$ cat src/hdl/ldpc_enc_pkg.sv
//--------------------------------------------------------------------------
// QC LDPC encoder shared definitions
// fixed code geometry, base matrix table, datapath types and FSM states
//--------------------------------------------------------------------------
package ldpc_enc_pkg;

  // code geometry
  localparam int cZ          = 8;
  localparam int cLOG2_Z     = 3;
  localparam int cKB         = 4;
  localparam int cMB         = 4;
  localparam int cNB         = cKB + cMB;
  localparam int cHS_NUM     = 12;
  // table entries per data column
  localparam int cHS_PER_COL = cHS_NUM / cKB;

  // pipeline latencies
  localparam int cRDAT_DELAY = 2;
  localparam int cROT_DELAY  = 2;
  // table reg + buffer read + rotator + accumulate
  localparam int cDRAIN_CYCLES = 1 + cRDAT_DELAY + cROT_DELAY + 1;

  typedef logic [cZ-1:0]              zdat_t;
  typedef logic [$clog2(cNB)-1:0]     col_t;
  typedef logic [$clog2(cMB)-1:0]     row_t;
  typedef logic [cLOG2_Z-1:0]         shift_t;
  typedef logic [$clog2(cHS_NUM)-1:0] cycle_idx_t;

  typedef struct packed {
    col_t   col;
    row_t   row;
    shift_t shift;
  } hs_entry_t;

  //------------------------------------------------------------------------
  // base matrix, grouped by column, three circulants each
  //------------------------------------------------------------------------
  localparam hs_entry_t cHS_TABLE [cHS_NUM] = '{
    '{col: 3'd0, row: 2'd0, shift: 3'd1},
    '{col: 3'd0, row: 2'd1, shift: 3'd4},
    '{col: 3'd0, row: 2'd3, shift: 3'd7},
    '{col: 3'd1, row: 2'd0, shift: 3'd2},
    '{col: 3'd1, row: 2'd2, shift: 3'd6},
    '{col: 3'd1, row: 2'd3, shift: 3'd1},
    '{col: 3'd2, row: 2'd1, shift: 3'd0},
    '{col: 3'd2, row: 2'd2, shift: 3'd3},
    '{col: 3'd2, row: 2'd0, shift: 3'd5},
    '{col: 3'd3, row: 2'd1, shift: 3'd2},
    '{col: 3'd3, row: 2'd3, shift: 3'd5},
    '{col: 3'd3, row: 2'd2, shift: 3'd0}
  };

  // frame controller states
  typedef enum logic [2:0] {
    st_idle,
    st_cycle,
    st_drain,
    st_parity,
    st_release
  } ctrl_state_t;

endpackage

$ cat src/hdl/ldpc_enc_entry_if.sv
//--------------------------------------------------------------------------
// Hs table entry bus
// one base matrix entry per cycle from the table to the rotator
//--------------------------------------------------------------------------
`timescale 1ns/10ps

interface ldpc_enc_entry_if;

  // no flow control, val may stay high back to back
  logic                    val;
  // first entry of a column, marks the data copy
  logic                    first;
  // last entry of the table walk
  logic                    last;
  ldpc_enc_pkg::hs_entry_t entry;

  modport src (output val, first, last, entry);
  modport dst (input  val, first, last, entry);

endinterface

$ cat src/hdl/ldpc_enc_hs_table.sv
//--------------------------------------------------------------------------
// Hs table
// registered base matrix lookup by cycle index, drives the buffer address
//--------------------------------------------------------------------------
`timescale 1ns/10ps

module ldpc_enc_hs_table (
  input  logic                     iclk,
  input  logic                     ireset,
  input  logic                     icycle_read,
  input  ldpc_enc_pkg::cycle_idx_t icycle_idx,
  output ldpc_enc_pkg::col_t       oraddr,
  ldpc_enc_entry_if.src            entry
);

  ldpc_enc_pkg::hs_entry_t lookup;

  // rom read
  assign lookup = ldpc_enc_pkg::cHS_TABLE[icycle_idx];

  //------------------------------------------------------------------------
  // entry valid
  //------------------------------------------------------------------------
  always_ff @(posedge iclk or posedge ireset) begin
    if (ireset) begin
      entry.val <= 1'b0;
    end
    else begin
      entry.val <= icycle_read;
    end
  end

  // entry payload and read address, same cycle as val
  always_ff @(posedge iclk) begin
    if (icycle_read) begin
      entry.entry <= lookup;
      entry.first <= (icycle_idx % ldpc_enc_pkg::cHS_PER_COL) == 0;
      entry.last  <= icycle_idx == ldpc_enc_pkg::cycle_idx_t'(ldpc_enc_pkg::cHS_NUM - 1);
      // column doubles as input buffer word address
      oraddr      <= lookup.col;
    end
  end

endmodule

$ cat src/hdl/ldpc_enc_ctrl.sv
//--------------------------------------------------------------------------
// frame controller
// start on full/empty buffers, walk the table, drain, read parity rows,
// then release the input buffer and hand the output frame over
//--------------------------------------------------------------------------
`timescale 1ns/10ps

module ldpc_enc_ctrl (
  input  logic                     iclk,
  input  logic                     ireset,
  input  logic                     irbuf_full,
  input  logic                     iwbuf_empty,
  output logic                     ostart,
  output logic                     ocycle_read,
  output ldpc_enc_pkg::cycle_idx_t ocycle_idx,
  output logic                     orempty,
  output logic                     op_read,
  output ldpc_enc_pkg::row_t       op_row,
  input  logic                     ilast_write,
  output logic                     owfull
);

  ldpc_enc_pkg::ctrl_state_t                      state;
  ldpc_enc_pkg::cycle_idx_t                       cycle_idx;
  logic [$clog2(ldpc_enc_pkg::cDRAIN_CYCLES)-1:0] drain_cnt;
  ldpc_enc_pkg::row_t                             prow;

  // start only with both buffers ready and the last owfull gone
  assign ostart      = (state == ldpc_enc_pkg::st_idle) & irbuf_full & iwbuf_empty & ~owfull;
  assign ocycle_read = (state == ldpc_enc_pkg::st_cycle);
  assign ocycle_idx  = cycle_idx;
  assign op_read     = (state == ldpc_enc_pkg::st_parity);
  assign op_row      = prow;

  //------------------------------------------------------------------------
  // FSM
  //------------------------------------------------------------------------
  always_ff @(posedge iclk or posedge ireset) begin
    if (ireset) begin
      state     <= ldpc_enc_pkg::st_idle;
      cycle_idx <= '0;
      drain_cnt <= '0;
      prow      <= '0;
      orempty   <= 1'b0;
      owfull    <= 1'b0;
    end
    else begin
      // single cycle pulses
      orempty <= 1'b0;
      owfull  <= 1'b0;
      case (state)
        ldpc_enc_pkg::st_idle: begin
          cycle_idx <= '0;
          if (ostart) begin
            state <= ldpc_enc_pkg::st_cycle;
          end
        end
        // one table entry per clock
        ldpc_enc_pkg::st_cycle: begin
          cycle_idx <= cycle_idx + 1'b1;
          if (cycle_idx == ldpc_enc_pkg::cycle_idx_t'(ldpc_enc_pkg::cHS_NUM - 1)) begin
            state     <= ldpc_enc_pkg::st_drain;
            drain_cnt <= '0;
            // all reads issued, input buffer free
            orempty   <= 1'b1;
          end
        end
        // wait for the last accumulate to land
        ldpc_enc_pkg::st_drain: begin
          drain_cnt <= drain_cnt + 1'b1;
          if (drain_cnt == ($bits(drain_cnt))'(ldpc_enc_pkg::cDRAIN_CYCLES - 1)) begin
            state <= ldpc_enc_pkg::st_parity;
            prow  <= '0;
          end
        end
        // row reads back to back
        ldpc_enc_pkg::st_parity: begin
          prow <= prow + 1'b1;
          if (prow == ldpc_enc_pkg::row_t'(ldpc_enc_pkg::cMB - 1)) begin
            state <= ldpc_enc_pkg::st_release;
          end
        end
        ldpc_enc_pkg::st_release: begin
          if (ilast_write) begin
            owfull <= 1'b1;
            state  <= ldpc_enc_pkg::st_idle;
          end
        end
        default: begin
          state <= ldpc_enc_pkg::st_idle;
        end
      endcase
    end
  end

  // buffer release follows a full table walk
  a_start_walk : assert property (@(posedge iclk) disable iff (ireset)
    ostart |-> ##(ldpc_enc_pkg::cHS_NUM + 1) orempty);

endmodule

$ cat src/hdl/ldpc_enc_rotator.sv
//--------------------------------------------------------------------------
// circulant rotator
// aligns table entries with buffer read data, then rotates left in two
// pipeline stages for the parity accumulators
//--------------------------------------------------------------------------
`timescale 1ns/10ps

module ldpc_enc_rotator (
  input  logic                iclk,
  input  logic                ireset,
  ldpc_enc_entry_if.dst       entry,
  input  ldpc_enc_pkg::zdat_t irdat,
  output logic                odat_val,
  output ldpc_enc_pkg::col_t  odat_col,
  output ldpc_enc_pkg::zdat_t odat,
  output logic                orot_val,
  output ldpc_enc_pkg::row_t  orot_row,
  output ldpc_enc_pkg::zdat_t orot
);

  localparam int cD = ldpc_enc_pkg::cRDAT_DELAY;

  logic [cD-1:0]         val_d;
  logic [cD-1:0]         first_d;
  ldpc_enc_pkg::col_t    col_d   [cD];
  ldpc_enc_pkg::row_t    row_d   [cD];
  ldpc_enc_pkg::shift_t  shift_d [cD];
  // first rotate stage
  logic                  s1_val;
  ldpc_enc_pkg::row_t    s1_row;
  logic [1:0]            s1_shift;
  ldpc_enc_pkg::zdat_t   s1_dat;

  function automatic ldpc_enc_pkg::zdat_t rotl(ldpc_enc_pkg::zdat_t d, int n);
    logic [2*ldpc_enc_pkg::cZ-1:0] dd;
    dd = {d, d} << n;
    return dd[2*ldpc_enc_pkg::cZ-1 -: ldpc_enc_pkg::cZ];
  endfunction

  //------------------------------------------------------------------------
  // read latency alignment
  //------------------------------------------------------------------------
  always_ff @(posedge iclk or posedge ireset) begin
    if (ireset) begin
      val_d    <= '0;
      s1_val   <= 1'b0;
      orot_val <= 1'b0;
    end
    else begin
      val_d    <= {val_d[cD-2:0], entry.val};
      s1_val   <= val_d[cD-1];
      orot_val <= s1_val;
    end
  end

  always_ff @(posedge iclk) begin
    first_d <= {first_d[cD-2:0], entry.first};
    for (int i = 0; i < cD; i++) begin
      col_d[i]   <= (i == 0) ? entry.entry.col   : col_d[i-1];
      row_d[i]   <= (i == 0) ? entry.entry.row   : row_d[i-1];
      shift_d[i] <= (i == 0) ? entry.entry.shift : shift_d[i-1];
    end
    // stage 1 by bit 0, stage 2 by bits 2..1
    s1_dat   <= shift_d[cD-1][0] ? rotl(irdat, 1) : irdat;
    s1_shift <= shift_d[cD-1][2:1];
    s1_row   <= row_d[cD-1];
    orot     <= rotl(s1_dat, 2 * int'(s1_shift));
    orot_row <= s1_row;
  end

  // unrotated word, one copy per column
  assign odat_val = val_d[cD-1] & first_d[cD-1];
  assign odat_col = col_d[cD-1];
  assign odat     = irdat;

  // table walk ends after the last entry
  a_walk_end : assert property (@(posedge iclk) disable iff (ireset)
    (entry.val && entry.last) |=> !entry.val);

endmodule

$ cat src/hdl/ldpc_enc_pacc.sv
//--------------------------------------------------------------------------
// parity accumulators
// one xor register per parity row, cleared per frame, single read port
//--------------------------------------------------------------------------
`timescale 1ns/10ps

module ldpc_enc_pacc (
  input  logic                iclk,
  input  logic                ireset,
  input  logic                istart,
  input  logic                ival,
  input  ldpc_enc_pkg::row_t  irow,
  input  ldpc_enc_pkg::zdat_t idat,
  input  logic                iread,
  input  ldpc_enc_pkg::row_t  iread_row,
  output logic                oval,
  output ldpc_enc_pkg::zdat_t odat
);

  ldpc_enc_pkg::zdat_t acc [ldpc_enc_pkg::cMB];

  //------------------------------------------------------------------------
  // accumulate
  //------------------------------------------------------------------------
  always_ff @(posedge iclk or posedge ireset) begin
    if (ireset) begin
      for (int r = 0; r < ldpc_enc_pkg::cMB; r++) begin
        acc[r] <= '0;
      end
    end
    else if (istart) begin
      for (int r = 0; r < ldpc_enc_pkg::cMB; r++) begin
        acc[r] <= '0;
      end
    end
    else if (ival) begin
      // rotated word into its row
      acc[irow] <= acc[irow] ^ idat;
    end
  end

  //------------------------------------------------------------------------
  // row read, 1 cycle
  //------------------------------------------------------------------------
  always_ff @(posedge iclk or posedge ireset) begin
    if (ireset) begin
      oval <= 1'b0;
    end
    else begin
      oval <= iread;
    end
  end

  always_ff @(posedge iclk) begin
    odat <= acc[iread_row];
  end

  // pipeline is empty when a new frame clears the rows
  a_start_idle : assert property (@(posedge iclk) disable iff (ireset)
    istart |-> !ival);

endmodule

$ cat src/hdl/ldpc_enc_out_mux.sv
//--------------------------------------------------------------------------
// output writer
// data copies to words 0..3, dual diagonal parity chain to words 4..7
//--------------------------------------------------------------------------
`timescale 1ns/10ps

module ldpc_enc_out_mux (
  input  logic                iclk,
  input  logic                ireset,
  input  logic                istart,
  input  logic                idat_val,
  input  ldpc_enc_pkg::col_t  idat_col,
  input  ldpc_enc_pkg::zdat_t idat,
  input  logic                ipval,
  input  ldpc_enc_pkg::zdat_t ipacc,
  output logic                owrite,
  output ldpc_enc_pkg::col_t  owaddr,
  output ldpc_enc_pkg::zdat_t owdat,
  output logic                olast_write
);

  ldpc_enc_pkg::row_t  pcnt;
  ldpc_enc_pkg::zdat_t pline;
  ldpc_enc_pkg::zdat_t pline_nxt;

  // parity r = parity r-1 ^ acc r
  assign pline_nxt = pline ^ ipacc;

  //------------------------------------------------------------------------
  // write strobe and parity chain state
  //------------------------------------------------------------------------
  always_ff @(posedge iclk or posedge ireset) begin
    if (ireset) begin
      owrite      <= 1'b0;
      olast_write <= 1'b0;
      pcnt        <= '0;
      pline       <= '0;
    end
    else begin
      owrite      <= idat_val | ipval;
      olast_write <= ipval & (pcnt == ldpc_enc_pkg::row_t'(ldpc_enc_pkg::cMB - 1));
      if (istart) begin
        pcnt  <= '0;
        pline <= '0;
      end
      else if (ipval) begin
        pcnt  <= pcnt + 1'b1;
        pline <= pline_nxt;
      end
    end
  end

  // address and data
  always_ff @(posedge iclk) begin
    if (ipval) begin
      owaddr <= ldpc_enc_pkg::col_t'(ldpc_enc_pkg::cKB) + ldpc_enc_pkg::col_t'(pcnt);
      owdat  <= pline_nxt;
    end
    else begin
      owaddr <= idat_col;
      owdat  <= idat;
    end
  end

  // data copies finish long before the parity readout
  a_src_excl : assert property (@(posedge iclk) disable iff (ireset)
    !(idat_val && ipval));

endmodule

$ cat src/hdl/ldpc_enc_engine.sv
//--------------------------------------------------------------------------
// QC LDPC encoder engine
// fixed DVB type code, input buffer in, systematic frame out
//--------------------------------------------------------------------------
`timescale 1ns/10ps

module ldpc_enc_engine (
  input  logic                iclk,
  input  logic                ireset,
  // input buffer
  input  logic                irbuf_full,
  input  ldpc_enc_pkg::zdat_t irdat,
  output ldpc_enc_pkg::col_t  oraddr,
  output logic                orempty,
  // output buffer
  input  logic                iwbuf_empty,
  output logic                owrite,
  output ldpc_enc_pkg::col_t  owaddr,
  output ldpc_enc_pkg::zdat_t owdat,
  output logic                owfull
);

  logic                     ctrl__ostart;
  logic                     ctrl__ocycle_read;
  ldpc_enc_pkg::cycle_idx_t ctrl__ocycle_idx;
  logic                     ctrl__op_read;
  ldpc_enc_pkg::row_t       ctrl__op_row;
  // rotator outputs
  logic                     rot__odat_val;
  ldpc_enc_pkg::col_t       rot__odat_col;
  ldpc_enc_pkg::zdat_t      rot__odat;
  logic                     rot__orot_val;
  ldpc_enc_pkg::row_t       rot__orot_row;
  ldpc_enc_pkg::zdat_t      rot__orot;
  // accumulator read
  logic                     pacc__oval;
  ldpc_enc_pkg::zdat_t      pacc__odat;
  logic                     mux__olast_write;

  ldpc_enc_entry_if entry_if ();

  //------------------------------------------------------------------------
  // control and table
  //------------------------------------------------------------------------
  ldpc_enc_ctrl u_ctrl (
    .iclk        ( iclk              ),
    .ireset      ( ireset            ),
    .irbuf_full  ( irbuf_full        ),
    .iwbuf_empty ( iwbuf_empty       ),
    .ostart      ( ctrl__ostart      ),
    .ocycle_read ( ctrl__ocycle_read ),
    .ocycle_idx  ( ctrl__ocycle_idx  ),
    .orempty     ( orempty           ),
    .op_read     ( ctrl__op_read     ),
    .op_row      ( ctrl__op_row      ),
    .ilast_write ( mux__olast_write  ),
    .owfull      ( owfull            )
  );

  ldpc_enc_hs_table u_hs_table (
    .iclk        ( iclk              ),
    .ireset      ( ireset            ),
    .icycle_read ( ctrl__ocycle_read ),
    .icycle_idx  ( ctrl__ocycle_idx  ),
    .oraddr      ( oraddr            ),
    .entry       ( entry_if          )
  );

  //------------------------------------------------------------------------
  // datapath
  //------------------------------------------------------------------------
  ldpc_enc_rotator u_rotator (
    .iclk     ( iclk          ),
    .ireset   ( ireset        ),
    .entry    ( entry_if      ),
    .irdat    ( irdat         ),
    .odat_val ( rot__odat_val ),
    .odat_col ( rot__odat_col ),
    .odat     ( rot__odat     ),
    .orot_val ( rot__orot_val ),
    .orot_row ( rot__orot_row ),
    .orot     ( rot__orot     )
  );

  ldpc_enc_pacc u_pacc (
    .iclk      ( iclk          ),
    .ireset    ( ireset        ),
    .istart    ( ctrl__ostart  ),
    .ival      ( rot__orot_val ),
    .irow      ( rot__orot_row ),
    .idat      ( rot__orot     ),
    .iread     ( ctrl__op_read ),
    .iread_row ( ctrl__op_row  ),
    .oval      ( pacc__oval    ),
    .odat      ( pacc__odat    )
  );

  ldpc_enc_out_mux u_out_mux (
    .iclk        ( iclk             ),
    .ireset      ( ireset           ),
    .istart      ( ctrl__ostart     ),
    .idat_val    ( rot__odat_val    ),
    .idat_col    ( rot__odat_col    ),
    .idat        ( rot__odat        ),
    .ipval       ( pacc__oval       ),
    .ipacc       ( pacc__odat       ),
    .owrite      ( owrite           ),
    .owaddr      ( owaddr           ),
    .owdat       ( owdat            ),
    .olast_write ( mux__olast_write )
  );

endmodule

$ cat config.mk
export PLATFORM = sky130hd
export DESIGN_NAME = ldpc_enc_engine
export DESIGN_NICKNAME = d
export VERILOG_FILES = /design/src/hdl/ldpc_enc_pkg.sv /design/src/hdl/ldpc_enc_entry_if.sv /design/src/hdl/ldpc_enc_hs_table.sv /design/src/hdl/ldpc_enc_ctrl.sv /design/src/hdl/ldpc_enc_rotator.sv /design/src/hdl/ldpc_enc_pacc.sv /design/src/hdl/ldpc_enc_out_mux.sv /design/src/hdl/ldpc_enc_engine.sv
export SDC_FILE = /design/constraint.sdc
export NUM_CORES = 1
export LEC_CHECK = 0
export BUFFER_PORTS_ARGS = -buffer_cell sky130_fd_sc_hd__buf_2
export CAP_MARGIN = 20
export CORE_MARGIN = 2
export CORE_UTILIZATION = 55
export DETAILED_ROUTE_END_ITERATION = 16
export GPL_ROUTABILITY_DRIVEN = 0
export PLACE_DENSITY = 0.76
export SLEW_MARGIN = 10
export SYNTH_ARGS = -nofsm -noshare
export SYNTH_HDL_FRONTEND = slang
export SYNTH_SLANG_ARGS = --single-unit
$ cat constraint.sdc
create_clock -name iclk -period 2.72 [get_ports iclk]
set_input_delay 0.544 -clock iclk [delete_from_list [all_inputs] [get_ports iclk]]
set_output_delay 0.544 -clock iclk [all_outputs]
set_load 0.03 [all_outputs]
# Word-level counts from Yosys, hierarchy flattened
# Memory sizes are Yosys's and may differ from the RTL's. A register that Yosys moved wholly into a read port is not among the register bits.
# Cells that the tools add are included.
# op_classes
n_mul	0
muxes	33
eq_ne	13
n_reduce_logical	11
div	1
n_shift	1
add_sub_neg	5
bitwise	12
order_cmp	3
# op_table
cell	count
$mux W8	9
$mux W32	2
$bmux W8 S2	2
$bwmux W32	1
$logic_not A32 Y1	1
$mod A4 B2 Y32 const B	1
$mux W3	7
$demux W8 S2	1
$shl A16 B3 Y16	1
$xor A8 B8 Y8	2
$pmux W3 S5	1
$reduce_bool A2 Y1	5
$pmux W4 S2	1
$eq A3 B2 Y1 const B	2
$eq A3 B3 Y1 const B	2
$ge A3 B3 Y1 const B	2
$mux W2	3
$ne A2 B2 Y1 const B	3
$not A2 Y3	2
$pmux W3 S2	1
$and A1 B1 Y1	5
$not A4 Y5	1
$reduce_and A5 Y1	1
$add A2 B1 Y2 const B	2
15 further kinds	21
# totals
input_bits	12
register_bits	106
latch_bits	0
mem_count	4
romBits	128
ramBits	16
word_cells	111
out_inout_bits	17
# memory_table
name	words	word_bits	read_ports	rd_ports_with_merged_regs	write_ports	line	text
(no name shown)	16	8	1	1	0	ldpc_enc_hs_table.sv:19	assign lookup = ldpc_enc_pkg::cHS_TABLE[icycle_idx];
u_rotator.col_d	2	3	2	0	2	ldpc_enc_rotator.sv:25	ldpc_enc_pkg::col_t col_d [cD];
u_rotator.shift_d	2	3	2	0	2	ldpc_enc_rotator.sv:27	ldpc_enc_pkg::shift_t shift_d [cD];
u_rotator.row_d	2	2	2	1	2	ldpc_enc_rotator.sv:26	ldpc_enc_pkg::row_t row_d [cD];

# Logic depth before layout (Yosys ltp)
# Gate-level depths: netlist of run 1.
# depth
depth_word	8
ltp_mapped	12
ltp_nobuf	11

# By module
# A second synthesis of run 1 with hierarchy kept.
# hier_totals
cells_unflattened	526
area_unflattened_um2	6164.7
# by_module_without_submodules
mod	seq_area_each_um2	n_inst	cells_each	area_each_um2
ldpc_enc_pacc	985.9	1	196	2311.0
ldpc_enc_rotator	900.9	1	76	1291.2
ldpc_enc_out_mux	520.5	1	87	987.2
ldpc_enc_hs_table	295.3	1	88	830.8
ldpc_enc_ctrl	350.3	1	79	744.5

# Worst setup path before layout of run 1
# Ideal clock, no wire load.
# synth_timing
path_kind	register -> register
from	reg u_ctrl.cycle_idx[2], in the netlist u_ctrl.ocycle_idx[2]
to	reg u_hs_table.entry.first, data pin
path_slack_ps	-166
setup_time_ps	190
n_path_buf	3
arrival_ps	2696
path_stages_with_launch	13
period_less_slack_ps	2886
required_ps	2530
cell_sequence	dfrtp_1 buf_2 buf_2 clkbuf_1 ha_1 nand2b_4 and3_4 or3_2 ha_1 inv_1 o221ai_1 mux2i_1 a2111oi_2
# synth_via
elab_chain_cells	2
# synth_rtl
item	line	text
from (decl)	ldpc_enc_ctrl.sv:24	ldpc_enc_pkg::cycle_idx_t cycle_idx;
from (signal assigned)	ldpc_enc_ctrl.sv:60	cycle_idx <= cycle_idx + 1'b1;
$mod A4 B2 Y32	ldpc_enc_hs_table.sv:37	entry.first <= (icycle_idx % ldpc_enc_pkg::cHS_PER_COL) == 0;
$logic_not A32 Y1	ldpc_enc_hs_table.sv:37	
to (signal assigned)	ldpc_enc_hs_table.sv:37	
to (decl)	ldpc_enc_entry_if.sv:17	modport src (output val, first, last, entry);
# Every way passes these cells.
# A chain may end at the register's enable or synchronous reset.

# Worst setup path in the final report of run 1
# layout_timing
from	reg u_ctrl.cycle_idx[3], in the netlist u_ctrl.ocycle_idx[3]
to	reg u_hs_table.entry.first, data pin
# The elaborated chain is that of the path after synthesis.

==> impl_results.md, run 1 <==
- Routed via count: 3584
- Clk root buf: clkbuf_8
- Commonest cells post-synth: nor2_1 (65), dfrtp_1 (64), dfxtp_1 (57), a211oi_1 (34), nand2_1 (27)
- Synth warnings: 0
- CP bufs+invs: 1
- CP arrival: 2.89 ns
- Worst vdd ir: approximately 0.94 mV
- Worst-path fanout max: 5
- Status: completed
- Cells after Synth: ~460
- Most used DFF post-synth: dfrtp_1
- EDFF count, synth: 8
- Die Area: 0.0107 mm^2
- Synthesized Nets: 482
- CP delay by family, top: simple AND/OR/NAND/NOR gates
- Largest net degree at the start of global routing: 65
- Worst-margin pin slew: 0.891 ns
- FF-to-FF Start: u_ctrl.ocycle_idx[3]
- Dpl cells: 603
- Internal power: roughly 6.2 mW
- Relative slew slack: between 40 and 50%
- Sw frac: 37.0%
- Number of diodes: 0
- Clock Pin Slew Worst Setup and Hold Paths: 0.06 ns
- CP peak stage delay: between 0.4 and 0.5 ns
- DP Area: 0.00576 mm^2
- Inserted Clock Buffers: 17
- Boundary pin count: 29
- Clock power frac: 22.9%
- CTS tree: built
- Share of post-route cells with drive strength above 1: 26.3%
- WL per Instance: 17.2 um
- Max Cap Viol: 0
- Die width: approximately 100 um
- CP Launch Type: flip-flop
- Lkg Pwr: around 2.6 nW
- Clock latency on the worst-skew pair: roughly 0.52 ns
- Logic pwr share: 38.4%
- Final Cell Area: 0.00637 mm^2
- Row Count: 36
- Synth Cell Area: 0.00542 mm^2
- Area leader, netlist: dfrtp_1
- WP data required: 3.03 ns
- Initial antenna violation count: 0
- IO Port Bufs: 27
- Cell variety after synth: 47
- Drt first pass iters: 4
- Seq/Total Area, Yosys: between 50 and 60%
- Setup violations, final: 0
- Final Non-Filler Cells: between 600 and 700
- Total power: 9.76 mW
- Ranking of synthesized cells by area: dfrtp_1 (30%), dfxtp_1 (21%), mux4_2 (10%)
- Switching power: 3.61 mW
- Global-route wire length before repair: between 15 and 20 mm
- CP startpoint: u_ctrl.ocycle_idx[3]
- Residual DRC: 0
- Area of the core: 0.00968 mm^2
- Setup TNS: 0 ns
- Fmax: roughly 390 MHz
- Post-synth ARST share: 49.6%
- Min-delay worst type: input port to asynchronous set/reset pin
- Top-area cell type share of the netlist area: 29.5%
- Clock Sinks: 129
- Fin Hold WS: 0.0893 ns
- Vias/cell: 5.64
- Final period utilization: 94.9%
- CP cell instances: ha_1, nand2b_4, and3_4, or3_4, ha_4, inv_2, o221ai_2, mux2i_1, a2111oi_2
- Crit end category: flip-flop
- Setup bufs post-CTS: 0
- Slowest CP cell: dfrtp_1
- Clock skew: around 0.0080 ns
- Area Growth Syn to Fin: 17.5%
- Yosys reg bits: 129
- Tmin final: 2.58 ns
- Final HPWL DP: 6.93 mm
- Routed Antenna Nets: 0
- Clock Path Buffers: 2
- GR Overflow Total: 0
- Syn Area/Cell: 11.9 um^2
- Vias in the first global route: ~3600
- Flop pwr share: 38.7%
- Final hold vios: 0
- Number of fill cells: ~680
- H-Tree Depth: 4
- Die H: 103 um
- Kind of critical path: flip-flop to flip-flop
- Count leader, synth: nor2_1
- Initial drt markers: 196
- Drt total wl: 10.9 mm
- Initial Util: 56.0%
- All-Layer GR Usage: between 20 and 25%
- PwrDens: between 1500 and 2000 mW/mm^2
- Max Slew Vio Count: 0
- Nets: 515
-- stage by stage --
step / utilization [%] / worst slack [ns]
after detailed placement: 59.5 / -0.0452
after floorplan: - / 0.0142
final: 65.8 / 0.138
after global placement: 59.5 / 0.160
after CTS: 65.6 / 0.0521
after global routing: 65.8 / -0.00962
-- power groups by stage --
stage / Sequential [mW] / Combinational, mW / Clock (mW)
after floorplan: 3.55 / 2.94 / 0
after global routing: 3.91 / 4.09 / 2.35
after global placement: 3.71 / 3.51 / 0
after CTS: 3.77 / 3.74 / 2.27
after detailed placement: 3.78 / 3.67 / 0
final: 3.78 / 3.75 / 2.23
-- worst register-to-register path, stage by stage (launching register included) --
cell	delay (ns)
dfrtp_1	0.42
ha_1	0.36
nand2b_4	0.19
and3_4	0.19
or3_4	0.37
ha_4	0.17
inv_2	0.08
o221ai_2	0.10
mux2i_1	0.14
a2111oi_2	0.36
-- state kept, by name (all words and copies together), names as in the netlist, 4 cells and up --
register / cells
u_pacc.acc: 32
u_hs_table.entry.entry: 7
u_out_mux.owdat: 8
u_out_mux.pline: 8
u_rotator.col_d: 4
u_rotator.s1_dat: 8
u_pacc.odat: 8
u_rotator.shift_d: 6
u_rotator.row_d: 4
u_ctrl.ocycle_idx: 4
u_rotator.orot: 8
-- area by class of cell --
cell class / instances / area [um^2] / share of cell area (%)
flip-flops and latches: 129 / 2980 / 46.8
multi-input cells: 284 / 2300 / 36.1
clock buffers: 18 / 439 / 6.89
repair buffers: 45 / 283 / 4.44
well taps: 133 / 166 / 2.61
clock inverters: 14 / 153 / 2.40
inverters: 12 / 45.0 / 0.707
-- logic make-up (layout without fill, tap and decap cells) --
kind of cell	count (synthesis)	in the layout	share of synthesized area [%]
other	1	1	0.0692
AND/OR/NAND/NOR	119	119	9.81
AO/OA/AOI/OAI	82	82	10.8
adder cells (fa/ha/maj)	14	14	3.23
buffers and inverters	43	89	3.37
multiplexers	40	40	13.2
XOR/XNOR	28	28	4.52
flip-flops	129	129	55.0
-- placed cells by master, fill, tap and decap left out, types with 3 or more instances in the layout --
cell	count
nor2_1	64
dfrtp_1	64
dfxtp_1	57
a211oi_1	34
nand2_1	27
buf_2	27
mux4_2	24
xnor2_1	19
clkbuf_16	17
buf_4	17
a21oi_1	16
o21ai_0	14
mux2_2	12
ha_1	11
inv_1	10
xor2_1	9
edfxtp_1	8
nand3_1	6
mux2i_1	4
nor3_1	4
clkinv_4	4
clkinvlp_4	3
-- worst paths after layout --
check	endpoint	slack, ns	cells past startpoint
worst max-delay path	u_hs_table.entry.first	0.14	9
worst min-delay path	u_ctrl.drain_cnt[0]	0.09	3
worst max register to register	u_hs_table.entry.first	0.14	9
worst min register to register	u_rotator.s1_shift[0]	0.32	0
max in group asynchronous	u_out_mux.pcnt[0]	2.34	3
min in group iclk	u_rotator.s1_dat[7]	0.29	2
-- layer usage --
layer / GRT usage (%) / up-vias / routed length, um
met3: 6.59 / 20 / 433
met5: 0 / - / 0
li1: - / 1684 / -
met2: 37.3 / 91 / 5540
met1: 27.2 / 1789 / 4690
met4: 8.30 / 0 / 233
-- repair_timing --
item	in CTS	in global routing
gates resized for setup	2	3
pin swaps	0	1
endpoints found under the setup margin	1	1
hold buffers	0	0
gates cloned	0	0
endpoints found under the hold margin	0	0
Power figures use the tool's default switching activity.
==> inputs of run 2 (changes only) <==
Settings changed: CORE_ASPECT_RATIO from default to 1.25.
==> run 2 against run 1 <==
  * Clock-buffer cell count unchanged
  * Sequential share of layout area shrank 0.081 points
  * Critical endpoint unchanged
  * Wire length shrank 0.57%
  * Critical path type unchanged
==> impl_results.md, run 2 (synthesis results as in run 1) <==
- Status: completed
- CTS tree: built
- Initial drt markers: 178 (-9.2%)
- Clk root buf: clkbuf_16
- Final HPWL DP: 7.01 mm (+1.2%)
- Global-route wire length before repair: 18.1 mm (+2.5%)
- Largest register FFs: 32 (unchanged)
- IO Port Bufs: 27 (unchanged)
- Clock skew: 0.00721 ns (-0.000786 ns)
- Cts hold-fix bufs: 0 (unchanged)
- Share of post-route cells with drive strength above 1: 26.6% (+0.35 points)
- CP cell instances: ha_1, nand2b_4, and3_4, or3_4, ha_4, a2111oi_1, a2111oi_4
- Worst-margin pin slew: 0.680 ns (-0.211 ns)
- CP peak stage delay: 0.52 ns (+0.10 ns)
- Inserted Clock Buffers: 17 (unchanged)
- Clock latency on the worst-skew pair: 0.42 ns (-0.10 ns)
- Total power: 9.77 mW (about the same)
- Crit end category: flip-flop
- Die width: 92.8 um (-10%)
- Area Growth Syn to Fin: 17.8%
- Max Cap Viol: 0 (unchanged)
- Number of fill cells: 703 (+4.1%)
- All-Layer GR Usage: 22.1% (-0.065 points)
- WP data required: 2.86 ns (-0.17 ns)
- Routed via count: 3595 (+0.31%)
- Vias/cell: 5.72 (+1.3%)
- Min-delay worst type: input port to asynchronous set/reset pin
- Drt first pass iters: 4 (unchanged)
- H-Tree Depth: 4 (unchanged)
- Tmin final: 2.58 ns (-0.00231 ns)
- Initial Util: 56.4% (+0.44 points)
- Area of the core: 0.00961 mm^2 (-0.78%)
- Top reg by flops: u_pacc.acc
- Most frequent cells in the layout: nor2_1 (64), dfrtp_1 (63), dfxtp_1 (57)
- Final period utilization: 94.8% (about the same)
- Boundary pin count: 29 (unchanged)
- Routed Antenna Nets: 0 (unchanged)
- Worst-path fanout max: 5 (unchanged)
- Nets: 516 (+0.19%)
- Number of diodes: 0 (unchanged)
- Slowest CP cell: a2111oi_1
- Vias in the first global route: 3672 (+2.3%)
- Fmax: 388 MHz (about the same)
- Kind of critical path: flip-flop to flip-flop
- Die H: 115 um (+11%)
- Clock Path Buffers: 2 (unchanged)
- Worst vdd ir: 0.791 mV (-16%)
- WL per Instance: 17.2 um (+0.38%)
- CP arrival: 2.72 ns (-0.17 ns)
- PwrDens: 1530 mW/mm^2 (-0.12%)
- Clock Pin Slew Worst Setup and Hold Paths: 0.06 ns (about the same)
- CP Launch Type: flip-flop
- Setup violations, final: 0 (unchanged)
- Clock Sinks: 129 (unchanged)
- Drt total wl: 10.8 mm (-0.57%)
- Residual DRC: 0 (unchanged)
- DP Area: 0.00576 mm^2 (about the same)
- Reg area: 0.00298 mm^2 (about the same)
- Row Count: 40 (+11%)
- Final Cell Area: 0.00638 mm^2 (+0.22%)
- RSZ-0062 raised after global routing: false
- Lkg Pwr: 2.64 nW (+0.60%)
- Setup TNS: 0 ns (unchanged)
- Multi-input gate area: 0.00231 mm^2 (+0.54%)
- Most common cell after layout, fill and taps aside: nor2_1
- Relative slew slack: 54.6% (+14 points)
- Final hold vios: 0 (unchanged)
- Die Area: 0.0107 mm^2 (about the same)
- Initial antenna violation count: 0 (unchanged)
- Max Slew Vio Count: 0 (unchanged)
- GR Overflow Total: 0 (unchanged)
- Largest net degree at the start of global routing: 43 (-34%)
- Setup bufs post-CTS: 0 (unchanged)
[run 2: path summary, 6_finish.rpt]
check,from,to,slack [ns],cells past startpoint
hold reg to reg,u_rotator.s1_row[0],u_rotator.orot_row[0],0.33,0
hold / removal,ireset,u_ctrl.drain_cnt[2],0.22,2
setup / recovery,u_ctrl.ocycle_idx[2],u_hs_table.entry.first,0.14,7
min in group iclk,u_rotator.s1_row[0],u_rotator.orot_row[0],0.33,0
max in group asynchronous,ireset,u_pacc.acc[22],1.88,3
setup reg to reg,u_ctrl.ocycle_idx[2],u_hs_table.entry.first,0.14,7
[run 2: power by group]
part	internal, mW	switching (mW)
logic	1.85	1.97
clock network	1.34	0.885
registers	2.95	0.774
[run 2: stage by stage]
step / hold slack [ns] / utilization [%] / cells / setup slack, ns
floorplan: 0.310 / - / 456 / 0.0142
global placement: 0.310 / 59.9 / 597 / 0.168
detailed placement: 0.312 / 59.9 / 597 / 0.0386
CTS: 0.245 / 66.1 / 629 / 0.0415
global route: 0.280 / 66.4 / 629 / 0.0433
finish: 0.222 / 66.4 / 629 / 0.140
[run 2: per-layer routing]
metal  routed length [um]  share of wire [%]  up-vias  GRT usage, %
li1                     -                  -     1698             -
met1                 4370                 40     1773          26.4
met2                 5790                 53      100          38.4
met3                  422                3.9       24          4.85
met4                  260                2.4        0          10.3
met5                    0                  0        -             0
[run 2: final cells by class]
class                   instances  share of cell area (%)
inverters                      12                   0.705
clock buffers                  18                    7.05
repair buffers                 46                    4.55
multi-input cells             284                    36.3
flip-flops and latches        129                    46.7
clock inverters                14                    2.23
well taps                     126                    2.47
[run 2: what timing repair did]
item	CTS	global route
resized for setup	1	6
setup endpoints to repair	1	1
cloned	0	0
pin swaps	0	2
[run 2: worst max-delay path, delay by kind of cell, from the launching register on]
| kind | cells | cell delay, ns |
|---|---|---|
| fa+ha+maj | 2 | 0.53 |
| flops | 1 | 0.41 |
| compound gates | 2 | 0.60 |
| simple gates | 3 | 0.76 |
==> inputs of run 3 (changes only) <==
--- a/config.mk
+++ b/config.mk
@@ -9,5 +9,5 @@
 export CAP_MARGIN = 20
 export CORE_ASPECT_RATIO = 1.25
-export CORE_MARGIN = 2
+export CORE_MARGIN = 10
 export CORE_UTILIZATION = 55
 export DETAILED_ROUTE_END_ITERATION = 16
==> constraint.sdc (replaced) <==
create_clock -name iclk -period 2.72 [get_ports iclk]
set_input_delay 0.544 -clock iclk [delete_from_list [all_inputs] [get_ports iclk]]
set_output_delay 0.544 -clock iclk [all_outputs]
set_load 0.1 [all_outputs]
==> run 3 against run 2 <==
  * Critical path depth grew 2
  * First-iteration DRC count shrank 4.5%
  * Via count rose by 0.70%
  * Non-clock buffer count shrank 3
  * Clock-buffer cell count grew 4
  * Register-to-register slack barely moved
  * Fmax is 0.55% lower
  * Hold slack lost 0.073 ns
  * Utilization grew 0.16 points
==> impl_results.md, run 3 (synthesis results as in run 1) <==
- Clock skew: 0.0102 ns (+0.00301 ns)
- Setup bufs post-CTS: 0 (unchanged)
- Boundary pin count: 29 (unchanged)
- GR Overflow Total: 0 (unchanged)
- Tmin final: 2.59 ns (+0.0143 ns)
- Routed via count: 3620 (+0.70%)
- Status: completed
- Clock Path Buffers: 2 (unchanged)
- WP data required: 2.92 ns (+0.06 ns)
- CP cell instances: ha_1, nand2b_4, and3_4, or3_4, ha_4, inv_2, o221ai_2, mux2i_1, a2111oi_2
- All-Layer GR Usage: 17.5% (-4.6 points)
- Worst-path fanout max: 5 (unchanged)
- Reg area: 0.00298 mm^2 (about the same)
- Inserted Clock Buffers: 17 (unchanged)
- IO Port Bufs: 27 (unchanged)
- Final HPWL DP: 7.43 mm (+5.9%)
- Final period utilization: 95.4% (+0.53 points)
- Global-route wire length before repair: 19.3 mm (+6.7%)
- CP Launch Type: flip-flop
- Area of the core: 0.00961 mm^2 (unchanged)
- Largest net degree at the start of global routing: 45 (+4.7%)
- Share of post-route cells with drive strength above 1: 26.0% (-0.64 points)
- Initial antenna violation count: 0 (unchanged)
- Initial Util: 56.4% (unchanged)
- Crit end category: flip-flop
- Vias in the first global route: 3821 (+4.1%)
- Area Growth Syn to Fin: 18.1%
- Number of diodes: 0 (unchanged)
- Largest register FFs: 32 (unchanged)
- CTS tree: built
- Final Non-Filler Cells: 626 (-0.48%)
- Max Slew Vio Count: 0 (unchanged)
- Max Cap Viol: 0 (unchanged)
- Clk root buf: clkbuf_16
- Die width: 109 um (+17%)
- CP bufs+invs: 1 (+1)
- Drt total wl: 11.7 mm (+8.0%)
- Fmax: 386 MHz (-0.55%)
- Setup violations, final: 0 (unchanged)
- Routed Antenna Nets: 0 (unchanged)
- H-Tree Depth: 4 (unchanged)
- Dpl cells: 594 (-0.50%)
- Most frequent cells in the layout: nor2_1 (64), dfrtp_1 (64), dfxtp_1 (57)
- Kind of critical path: flip-flop to flip-flop
- WL per Instance: 18.7 um (+8.5%)
- Worst R2R Path Depth: 9 (+2)
- Worst-margin pin slew: 0.904 ns (+0.223 ns)
- Clock Sinks: 129 (unchanged)
- Setup TNS: 0 ns (unchanged)
- CP peak stage delay: 0.42 ns (-0.10 ns)
- Clock Pin Slew Worst Setup and Hold Paths: 0.06 ns (about the same)
- Clock latency on the worst-skew pair: 0.41 ns (about the same)
- CP arrival: 2.80 ns (+0.08 ns)
- Residual DRC: 0 (unchanged)
- Top reg by flops: u_pacc.acc
- Multi-input gate area: 0.00230 mm^2 (-0.59%)
- Number of fill cells: 682 (-3.0%)
- Fin Hold WS: 0.149 ns (-0.0732 ns)
- Drt first pass iters: 5 (+1)
- Vias/cell: 5.78 (+1.2%)
- Row Count: 40 (unchanged)
- Min-delay worst type: input port to asynchronous set/reset pin
- Die H: 131 um (+14%)
- Relative slew slack: 39.8% (-15 points)
- Cell count along the critical path: 9 (+2)
- Die Area: 0.0143 mm^2 (+34%)
- Slowest CP cell: dfrtp_1
- Final hold vios: 0 (unchanged)
- Nets: 513 (-0.58%)
- CP delay by family, top: simple AND/OR/NAND/NOR gates
- Initial drt markers: 170 (-4.5%)
## run 3: layout make-up
cell class | instances | area share [%]
multi-input combinational | 284 | 36.0
inverter | 12 | 0.704
sequential | 129 | 46.6
clock buffer | 22 | 8.25
timing repair buffer | 43 | 4.18
clock inverter | 10 | 1.84
tap | 126 | 2.46
## run 3: worst reg2reg max path: cells and delay by family (launching register included)
family	cells	cell delay, ns
flip-flops	1	0.42
AND/OR/NAND/NOR	3	0.76
adder cells (fa/ha/maj)	2	0.55
buffers and inverters	1	0.07
AO/OA/AOI/OAI	2	0.44
multiplexers	1	0.15
## run 3: repair_timing
item                       CTS  global route
hold buffers                 0             0
resized for setup            0             4
setup endpoints to repair    0             1
## run 3: worst paths after layout
| path | start | to | slack [ns] |
|---|---|---|---|
| min in group iclk | u_rotator.col_d[0][0] | u_rotator.col_d[0][3] | 0.33 |
| worst max-delay path | u_ctrl.ocycle_idx[2] | u_hs_table.entry.first | 0.13 |
| max in group asynchronous | ireset | u_rotator.val_d[1] | 1.96 |
| worst max register to register | u_ctrl.ocycle_idx[2] | u_hs_table.entry.first | 0.13 |
| worst min register to register | u_rotator.col_d[0][0] | u_rotator.col_d[0][3] | 0.33 |
| worst min-delay path | ireset | u_ctrl.state[1] | 0.15 |
## run 3: per-layer routing
metal	GRT usage (%)	up-vias	share of wire, %
met1	19.4	1798	39
met2	30.7	104	53
met3	4.41	32	4.4
met5	0	-	0
met4	8.24	0	3.4
li1	-	1686	-
## run 3: stage by stage
stage	util, %	setup WS [ns]	instance area [um^2]
floorplan	-	0.0142	5450
global placement	59.7	0.126	5740
detailed placement	59.7	0.00444	5740
CTS	66.4	0.00120	6380
global route	66.6	-0.0111	6400
finish	66.6	0.126	6400
Power of run 3 is not shown: default switching activity piles up to over one toggle a cycle in this logic, so the estimate is an artifact.
